[src/rtl/stq_pkg.sv]
// shared word geometry, access size codes and entry states
// every access is one aligned lane of an 8-byte word
package stq_pkg;

  localparam int WORD_BYTES = 8;
  localparam int OFF_W      = 3;   // byte offset inside a word

  typedef logic [8*WORD_BYTES-1:0] word_t;
  typedef logic [WORD_BYTES-1:0]   byte_mask_t;

  typedef enum logic [1:0] {
    SZ_BYTE  = 2'd0,
    SZ_HALF  = 2'd1,
    SZ_WORD  = 2'd2,
    SZ_DWORD = 2'd3
  } size_e;

  typedef enum logic [1:0] {
    ENT_FREE  = 2'd0,
    ENT_ADDR  = 2'd1,  // address known, waiting for data
    ENT_READY = 2'd2
  } entry_state_e;

  // widen a byte enable into a bit mask over the whole word
  function automatic word_t byte_mask_bits(input byte_mask_t m);
    word_t bits;
    bits = '0;
    for (int b = 0; b < WORD_BYTES; b++) begin
      bits[8*b +: 8] = {8{m[b]}};
    end
    return bits;
  endfunction

endpackage

[src/rtl/stq_access_decode.sv]
// splits a byte address into word address, offset and byte lanes
// offset is aligned down to the access size, so no access crosses a word
`timescale 1ns/10ps

module stq_access_decode #(
  parameter int ADDR_W = 16
) (
  input  logic [ADDR_W-1:0]                 addr,
  input  stq_pkg::size_e                    size,
  output logic [ADDR_W-stq_pkg::OFF_W-1:0]  word_addr,
  output logic [stq_pkg::OFF_W-1:0]         off,
  output stq_pkg::byte_mask_t               bytes
);
  import stq_pkg::*;

  logic [OFF_W-1:0] raw_off;

  assign word_addr = addr[ADDR_W-1:OFF_W];
  assign raw_off   = addr[OFF_W-1:0];

  always_comb begin
    off   = '0;
    bytes = '0;
    case (size)
      SZ_BYTE: begin
        off   = raw_off;
        bytes = byte_mask_t'(1'b1) << off;
      end
      SZ_HALF: begin
        off   = {raw_off[2:1], 1'b0};
        bytes = byte_mask_t'(2'b11) << off;
      end
      SZ_WORD: begin
        off   = {raw_off[2], 2'b00};
        bytes = byte_mask_t'(4'hf) << off;
      end
      SZ_DWORD: begin
        off   = '0;  // whole word
        bytes = '1;
      end
    endcase
  end

endmodule

[src/rtl/stq_age_select.sv]
// finds the youngest set bit of an overlap vector, counting age from head
// DEPTH must be a power of two so index arithmetic wraps by itself
`timescale 1ns/10ps

module stq_age_select #(
  parameter  int DEPTH = 16,
  localparam int IDX_W = $clog2(DEPTH)
) (
  input  logic [DEPTH-1:0] ovl,
  input  logic [IDX_W-1:0] head,
  output logic [IDX_W-1:0] sel_idx,
  output logic             ovl_any
);

  logic [2*DEPTH-1:0] dbl;
  logic [DEPTH-1:0]   rot;
  logic [IDX_W-1:0]   pos;

  // bit 0 of rot is the oldest entry
  assign dbl = {ovl, ovl} >> head;
  assign rot = dbl[DEPTH-1:0];

  always_comb begin
    pos = '0;
    for (int i = 0; i < DEPTH; i++) begin
      if (rot[i]) begin
        pos = IDX_W'(i);  // last hit wins, youngest
      end
    end
  end

  assign sel_idx = head + pos;  // rotate back
  assign ovl_any = |ovl;

endmodule

[src/rtl/stq_entry_array.sv]
// store queue entries with head/tail pointers and in-order retire
// checks see the entry state from before the current edge
// a full queue drops allocations, retire of a head without data is ignored
`timescale 1ns/10ps

module stq_entry_array #(
  parameter  int DEPTH  = 16,
  parameter  int ADDR_W = 16,
  localparam int IDX_W  = $clog2(DEPTH),
  localparam int WA_W   = ADDR_W - stq_pkg::OFF_W
) (
  input  logic                       clk,
  input  logic                       rst,
  input  logic                       wrt_en,
  input  logic [WA_W-1:0]            wrt_word,
  input  logic [stq_pkg::OFF_W-1:0]  wrt_off,
  input  stq_pkg::byte_mask_t        wrt_bytes,
  input  logic                       upd_en,
  input  logic [IDX_W-1:0]           upd_idx,
  input  stq_pkg::word_t             upd_data,
  input  logic [WA_W-1:0]            chk_word,
  input  stq_pkg::byte_mask_t        chk_bytes,
  input  logic                       ret_en,
  output logic                       full,
  output logic                       ovl_any,
  output stq_pkg::byte_mask_t        sel_bytes,
  output logic                       sel_ready,
  output stq_pkg::word_t             sel_data,
  output logic                       ret_valid,
  output logic [ADDR_W-1:0]          ret_addr,
  output stq_pkg::byte_mask_t        ret_bytes,
  output stq_pkg::word_t             ret_data
);
  import stq_pkg::*;

  entry_state_e     ent_state [DEPTH];
  logic [WA_W-1:0]  ent_word  [DEPTH];
  logic [OFF_W-1:0] ent_off   [DEPTH];
  byte_mask_t       ent_bytes [DEPTH];
  word_t            ent_data  [DEPTH];  // value already placed in its byte lanes

  logic [IDX_W-1:0] head;
  logic [IDX_W-1:0] tail;
  logic [IDX_W:0]   count;

  logic             do_alloc;
  logic             do_upd;
  logic             do_ret;
  logic [DEPTH-1:0] ovl;
  logic [IDX_W-1:0] sel_idx;

  assign full     = (count == (IDX_W+1)'(DEPTH));
  assign do_alloc = wrt_en && !full;
  assign do_upd   = upd_en && (ent_state[upd_idx] != ENT_FREE);
  assign do_ret   = ret_en && (ent_state[head] == ENT_READY);

  always_ff @(posedge clk) begin
    if (rst) begin
      for (int i = 0; i < DEPTH; i++) begin
        ent_state[i] <= ENT_FREE;
      end
      head      <= '0;
      tail      <= '0;
      count     <= '0;
      ret_valid <= 1'b0;
      ret_addr  <= '0;
      ret_bytes <= '0;
      ret_data  <= '0;
    end else begin
      ret_valid <= 1'b0;
      if (do_alloc) begin
        ent_state[tail] <= ENT_ADDR;
        tail            <= tail + 1'b1;
      end
      if (do_upd) begin
        ent_state[upd_idx] <= ENT_READY;
      end
      // retire last so a same-edge update cannot revive the head
      if (do_ret) begin
        ent_state[head] <= ENT_FREE;
        head            <= head + 1'b1;
        ret_valid       <= 1'b1;
        ret_addr        <= {ent_word[head], ent_off[head]};
        ret_bytes       <= ent_bytes[head];
        ret_data        <= ent_data[head];
      end
      case ({do_alloc, do_ret})
        2'b10:   count <= count + 1'b1;
        2'b01:   count <= count - 1'b1;
        default: count <= count;
      endcase
    end
  end

  always_ff @(posedge clk) begin
    if (do_alloc) begin
      ent_word[tail]  <= wrt_word;
      ent_off[tail]   <= wrt_off;
      ent_bytes[tail] <= wrt_bytes;
    end
    if (do_upd) begin
      ent_data[upd_idx] <= (upd_data << {ent_off[upd_idx], 3'b000})
                           & byte_mask_bits(ent_bytes[upd_idx]);
    end
  end

  // same word and at least one shared byte lane
  always_comb begin
    for (int i = 0; i < DEPTH; i++) begin
      ovl[i] = (ent_state[i] != ENT_FREE) && (ent_word[i] == chk_word)
               && |(ent_bytes[i] & chk_bytes);
    end
  end

  stq_age_select #(
    .DEPTH (DEPTH)
  ) u_age (
    .ovl     (ovl),
    .head    (head),
    .sel_idx (sel_idx),
    .ovl_any (ovl_any)
  );

  assign sel_bytes = ent_bytes[sel_idx];
  assign sel_ready = (ent_state[sel_idx] == ENT_READY);
  assign sel_data  = ent_data[sel_idx];

endmodule

[src/rtl/stq_fwd_result.sv]
// hit/stall/miss decision for one load check, registered as a pulse
// forwarded value is right aligned and zero extended to the load size
`timescale 1ns/10ps

module stq_fwd_result (
  input  logic                       clk,
  input  logic                       rst,
  input  logic                       chk_en,
  input  logic [stq_pkg::OFF_W-1:0]  chk_off,
  input  stq_pkg::byte_mask_t        chk_bytes,
  input  logic                       ovl_any,
  input  stq_pkg::byte_mask_t        sel_bytes,
  input  logic                       sel_ready,
  input  stq_pkg::word_t             sel_data,
  output logic                       fwd_done,
  output logic                       fwd_hit,
  output logic                       fwd_stall,
  output stq_pkg::word_t             fwd_data
);
  import stq_pkg::*;

  logic       covered;
  logic       hit;
  logic       stall;
  byte_mask_t load_mask;  // load lanes moved down to byte 0
  word_t      shifted;
  word_t      load_val;

  assign covered = ((chk_bytes & ~sel_bytes) == '0);
  assign hit     = ovl_any && covered && sel_ready;
  assign stall   = ovl_any && !hit;  // partial cover or no data yet

  assign load_mask = chk_bytes >> chk_off;
  assign shifted   = sel_data >> {chk_off, 3'b000};
  assign load_val  = shifted & byte_mask_bits(load_mask);

  always_ff @(posedge clk) begin
    if (rst) begin
      fwd_done  <= 1'b0;
      fwd_hit   <= 1'b0;
      fwd_stall <= 1'b0;
      fwd_data  <= '0;
    end else begin
      fwd_done  <= chk_en;
      fwd_hit   <= chk_en && hit;
      fwd_stall <= chk_en && stall;
      fwd_data  <= (chk_en && hit) ? load_val : '0;
    end
  end

endmodule

[src/rtl/stq_top.sv]
// store queue with store-to-load forwarding, one port per function
// DEPTH must be a power of two; results arrive one cycle after the request
`timescale 1ns/10ps

module stq_top #(
  parameter  int DEPTH  = 16,
  parameter  int ADDR_W = 16,
  localparam int IDX_W  = $clog2(DEPTH)
) (
  input  logic                 clk,
  input  logic                 rst,
  input  logic                 wrt_en,
  input  logic [ADDR_W-1:0]    wrt_addr,
  input  stq_pkg::size_e       wrt_size,
  input  logic                 upd_en,
  input  logic [IDX_W-1:0]     upd_idx,
  input  stq_pkg::word_t       upd_data,
  input  logic                 chk_en,
  input  logic [ADDR_W-1:0]    chk_addr,
  input  stq_pkg::size_e       chk_size,
  input  logic                 ret_en,
  output logic                 full,
  output logic                 fwd_done,
  output logic                 fwd_hit,
  output logic                 fwd_stall,
  output stq_pkg::word_t       fwd_data,
  output logic                 ret_valid,
  output logic [ADDR_W-1:0]    ret_addr,
  output stq_pkg::byte_mask_t  ret_bytes,
  output stq_pkg::word_t       ret_data
);
  import stq_pkg::*;

  logic [ADDR_W-OFF_W-1:0] wrt_word;
  logic [OFF_W-1:0]        wrt_off;
  byte_mask_t              wrt_bytes;
  logic [ADDR_W-OFF_W-1:0] chk_word;
  logic [OFF_W-1:0]        chk_off;
  byte_mask_t              chk_bytes;

  logic                    ovl_any;
  byte_mask_t              sel_bytes;
  logic                    sel_ready;
  word_t                   sel_data;

  stq_access_decode #(.ADDR_W(ADDR_W)) u_dec_wrt (
    .addr      (wrt_addr),
    .size      (wrt_size),
    .word_addr (wrt_word),
    .off       (wrt_off),
    .bytes     (wrt_bytes)
  );

  stq_access_decode #(.ADDR_W(ADDR_W)) u_dec_chk (
    .addr      (chk_addr),
    .size      (chk_size),
    .word_addr (chk_word),
    .off       (chk_off),
    .bytes     (chk_bytes)
  );

  stq_entry_array #(
    .DEPTH  (DEPTH),
    .ADDR_W (ADDR_W)
  ) u_entries (
    .clk       (clk),
    .rst       (rst),
    .wrt_en    (wrt_en),
    .wrt_word  (wrt_word),
    .wrt_off   (wrt_off),
    .wrt_bytes (wrt_bytes),
    .upd_en    (upd_en),
    .upd_idx   (upd_idx),
    .upd_data  (upd_data),
    .chk_word  (chk_word),
    .chk_bytes (chk_bytes),
    .ret_en    (ret_en),
    .full      (full),
    .ovl_any   (ovl_any),
    .sel_bytes (sel_bytes),
    .sel_ready (sel_ready),
    .sel_data  (sel_data),
    .ret_valid (ret_valid),
    .ret_addr  (ret_addr),
    .ret_bytes (ret_bytes),
    .ret_data  (ret_data)
  );

  stq_fwd_result u_fwd (
    .clk       (clk),
    .rst       (rst),
    .chk_en    (chk_en),
    .chk_off   (chk_off),
    .chk_bytes (chk_bytes),
    .ovl_any   (ovl_any),
    .sel_bytes (sel_bytes),
    .sel_ready (sel_ready),
    .sel_data  (sel_data),
    .fwd_done  (fwd_done),
    .fwd_hit   (fwd_hit),
    .fwd_stall (fwd_stall),
    .fwd_data  (fwd_data)
  );

endmodule

[config.mk]
export PLATFORM = sky130hd
export DESIGN_NAME = stq_top
export DESIGN_NICKNAME = d
export VERILOG_FILES = /design/src/rtl/stq_pkg.sv /design/src/rtl/stq_access_decode.sv /design/src/rtl/stq_age_select.sv /design/src/rtl/stq_entry_array.sv /design/src/rtl/stq_fwd_result.sv /design/src/rtl/stq_top.sv
export SDC_FILE = /design/constraint.sdc
export NUM_CORES = 2
export LEC_CHECK = 0
export ABC_CLOCK_PERIOD_IN_PS = 10100
export BUFFER_PORTS_ARGS = -buffer_cell sky130_fd_sc_hd__buf_2
export CORE_MARGIN = 3
export CORE_UTILIZATION = 40
export DETAILED_ROUTE_END_ITERATION = 10
export PLACE_DENSITY = 0.61
export SLEW_MARGIN = 15
export SYNTH_ARGS = -nofsm -noshare
export SYNTH_HDL_FRONTEND = slang
export SYNTH_SLANG_ARGS = --single-unit
[constraint.sdc]
create_clock -name clk -period 10.1 [get_ports clk]
set_input_delay 1.01 -clock clk [delete_from_list [all_inputs] [get_ports clk]]
set_output_delay 1.01 -clock clk [all_outputs]
set_load 0.05 [all_outputs]
==> reports/qor.csv <==
metric;value;unit
finalNetCount;5358;
fin_worst_skew;0.0493;ns
min_period;8.76;ns
hold_viol;0;
routabilityCongestion;1.01;
yosysWarnings;0;
syn_nets;5090;
crit_path_max_incr_delay;0.81;ns
cts_buffers;170;
grt_usage;0.280;
setup_viol;0;
final_antenna_net_count;0;
reg2reg_from;u_entries.ent_word[9][12]$_DFFE_PP_;
portBuffers;266;
synth_ff_type;edfxtp_1;
critPathLaunchType;input pin;
post_cts_buffers;0;
irDropWorstVdd;0.177;mV
synth_seq_cells;1613;
cts_hold_buf;0;
fmax;114;MHz
final_cells;8042;
power.density;161;nW/um^2
antenna_found_initial;22;
drc;0;
clk-insertion-delay-late;0.84;ns
syn_avg_cell_area;16.1;um^2
netlist_top_cells_area;edfxtp_1 (53%), mux4_2 (23%), dfxtp_1 (5.1%), xnor2_1 (2.2%), nand2_1 (2.0%);
grt_max_degree;100;
wl_per_cell;36.3;um
root_buffer;clkbuf_16;
h-tree-depth;4;
wl;292;mm
vias;53400;
via_per_inst;6.64;
grt-ovfl-total;0;
final_cell_mix;edfxtp_1 (1408), mux4_2 (829), nand2_1 (419), buf_2 (264), a21oi_1 (241);
clock_path_buffers;3;
dp.cells;7699;
placed_cell_area;85100;um^2
status;complete, no violations;
slew_violations;0;
io_pins;267;
ys_async_sr_fraction;0;
crit_path_frequent_cell;a21oi_1;
drv_cap;0;
synth.distinct_cells;94;
dieArea;205000;um^2
synth_top_area_frac;0.529;
post-route-worst-setup-slack;1.34;ns
dp_hpwl;191;mm
crit_path_start;chk_size[1];
num_rows;163;
setup_tns;0;ns
drive_gt1_frac;0.316;
yosysTopAreaCell;edfxtp_1;
min-delay-path-class;reg2reg;
rsz0062_at_grt;no;
die_x;453;um
syn_to_final_growth;13.6;%
grt_pass1_vias;51800;
min_period_over_period;0.867;
fp.dieH;453;um
worst_pin_slew;1.20;ns
core;198000;um^2
crit_path_max_fanout;17;
grt_pass1_wl;406;mm
min_from;u_entries.ret_addr[12]$_SDFFE_PP0P_;
seq_area_frac_synth;0.580;
max_slew_margin;0.175;
end_kind;register;
cp.arrival;9.53;ns
cts.sinks;1613;
start_util;0.404;
leakage;0.0291;uW
postSynthCellCount;4963;
cts_tree;built;
synth_edf_count;1408;
syn_area;80000;um^2
drt_iter0_drc;8584;
path_clk_slew;0.06;ns
cts_resized;0;
utilization;0.459;
pre_cts_ws;0.767;ns
crit_type;in2reg;
final_common_cell;edfxtp_1;
final_area;90900;um^2
first_pass_iters;6;
critPathRequiredTime;10.87;ns
cp_slowest_cell;o32ai_1;
==> worst paths after layout <==
path / endpoint / slack (ns) / cells past startpoint
worst max-delay path: u_fwd.fwd_data[12]$_SDFF_PP0_ / 1.34 / 32
worst min-delay path: u_entries.ret_addr[12]$_SDFFE_PP0P_ / 0.45 / 2
worst max register to register: u_fwd.fwd_data[12]$_SDFF_PP0_ / 1.63 / 30
worst min register to register: u_entries.ret_addr[12]$_SDFFE_PP0P_ / 0.45 / 2
==> power by group <==
group / switching, uW / total (uW) / leakage, uW / internal, uW
Combinational: 631 / 873 / 0.0119 / 242
Clock: 2790 / 6380 / 0.00276 / 3600
Sequential: 25.0 / 7380 / 0.0144 / 7360
Total: 3440 / 14600 / 0.0291 / 11200
==> cell usage after synthesis (53+ instances only) <==
cell type	number
buf_1	86
dfxtp_1	205
a21oi_1	246
mux4_2	831
mux2i_1	132
xnor2_1	205
nand4_1	111
nor2_1	256
edfxtp_1	1408
buf_2	53
a211oi_1	63
clkbuf_1	217
nand2_1	419
o21ai_0	81
==> state kept, by name, summed over array words and instances, names as in the netlist, named ones only <==
signal,flops
u_entries.ent_off,48
u_entries.ret_data,64
u_entries.head,4
u_entries.tail,4
u_fwd.fwd_stall,1
u_entries.ent_state,32
u_fwd.fwd_data,64
u_entries.count,5
u_entries.ret_addr,16
u_entries.ent_word,208
u_entries.ret_bytes,8
u_fwd.fwd_done,1
u_entries.ent_data,1024
u_fwd.fwd_hit,1
u_entries.ent_bytes,128
u_entries.ret_valid,1
==> critical path: cells and delay by family <==
family | cells | cell delay [ns]
buffers and inverters | 5 | 1.28
adders and majority gates | 2 | 0.71
and+or+nand+nor | 7 | 2.11
AOI/OAI and AO/OA | 13 | 2.92
muxes | 4 | 1.00
xor gates and xnor gates | 1 | 0.46
==> cell type report <==
type	count	area, um^2
antenna	23	57.6
multi-input combinational	2933	32100
inverter	40	163
sequential	1613	46400
clock buffer	219	4600
timing repair buffer	473	3160
fill	17000	107000
clock inverter	101	1040
tap	2640	3300
==> stage by stage <==
stage | hold slack, ns | total power [uW]
5_1_grt | 0.468 | 15000
4_1_cts | 0.453 | 14700
6_report | 0.450 | 14600
2_1_floorplan | 0.458 | 7980
3_5_place_dp | 0.445 | 8370
3_3_place_gp | 0.439 | 8360
==> metal layers <==
metal	up-vias	track usage	wire, um	part of all wire
li1	20900	-	-	-
met1	27900	0.370	107000	0.37
met2	3922	0.426	133000	0.46
met3	663	0.0751	33600	0.12
met4	4	0.145	17900	0.061
met5	-	0	31	0.00011
==> kinds of logic after synthesis <==
kind of cell	after synthesis	share of synthesized area
xor gates and xnor gates	221	0.0242
and+or+nand+nor	1006	0.0574
muxes	1018	0.258
AOI/OAI and AO/OA	671	0.0551
DFF	1613	0.580
buffers and inverters	417	0.0224
adders and majority gates	17	0.00285
Note: power is estimated with default switching activity, not from simulation.
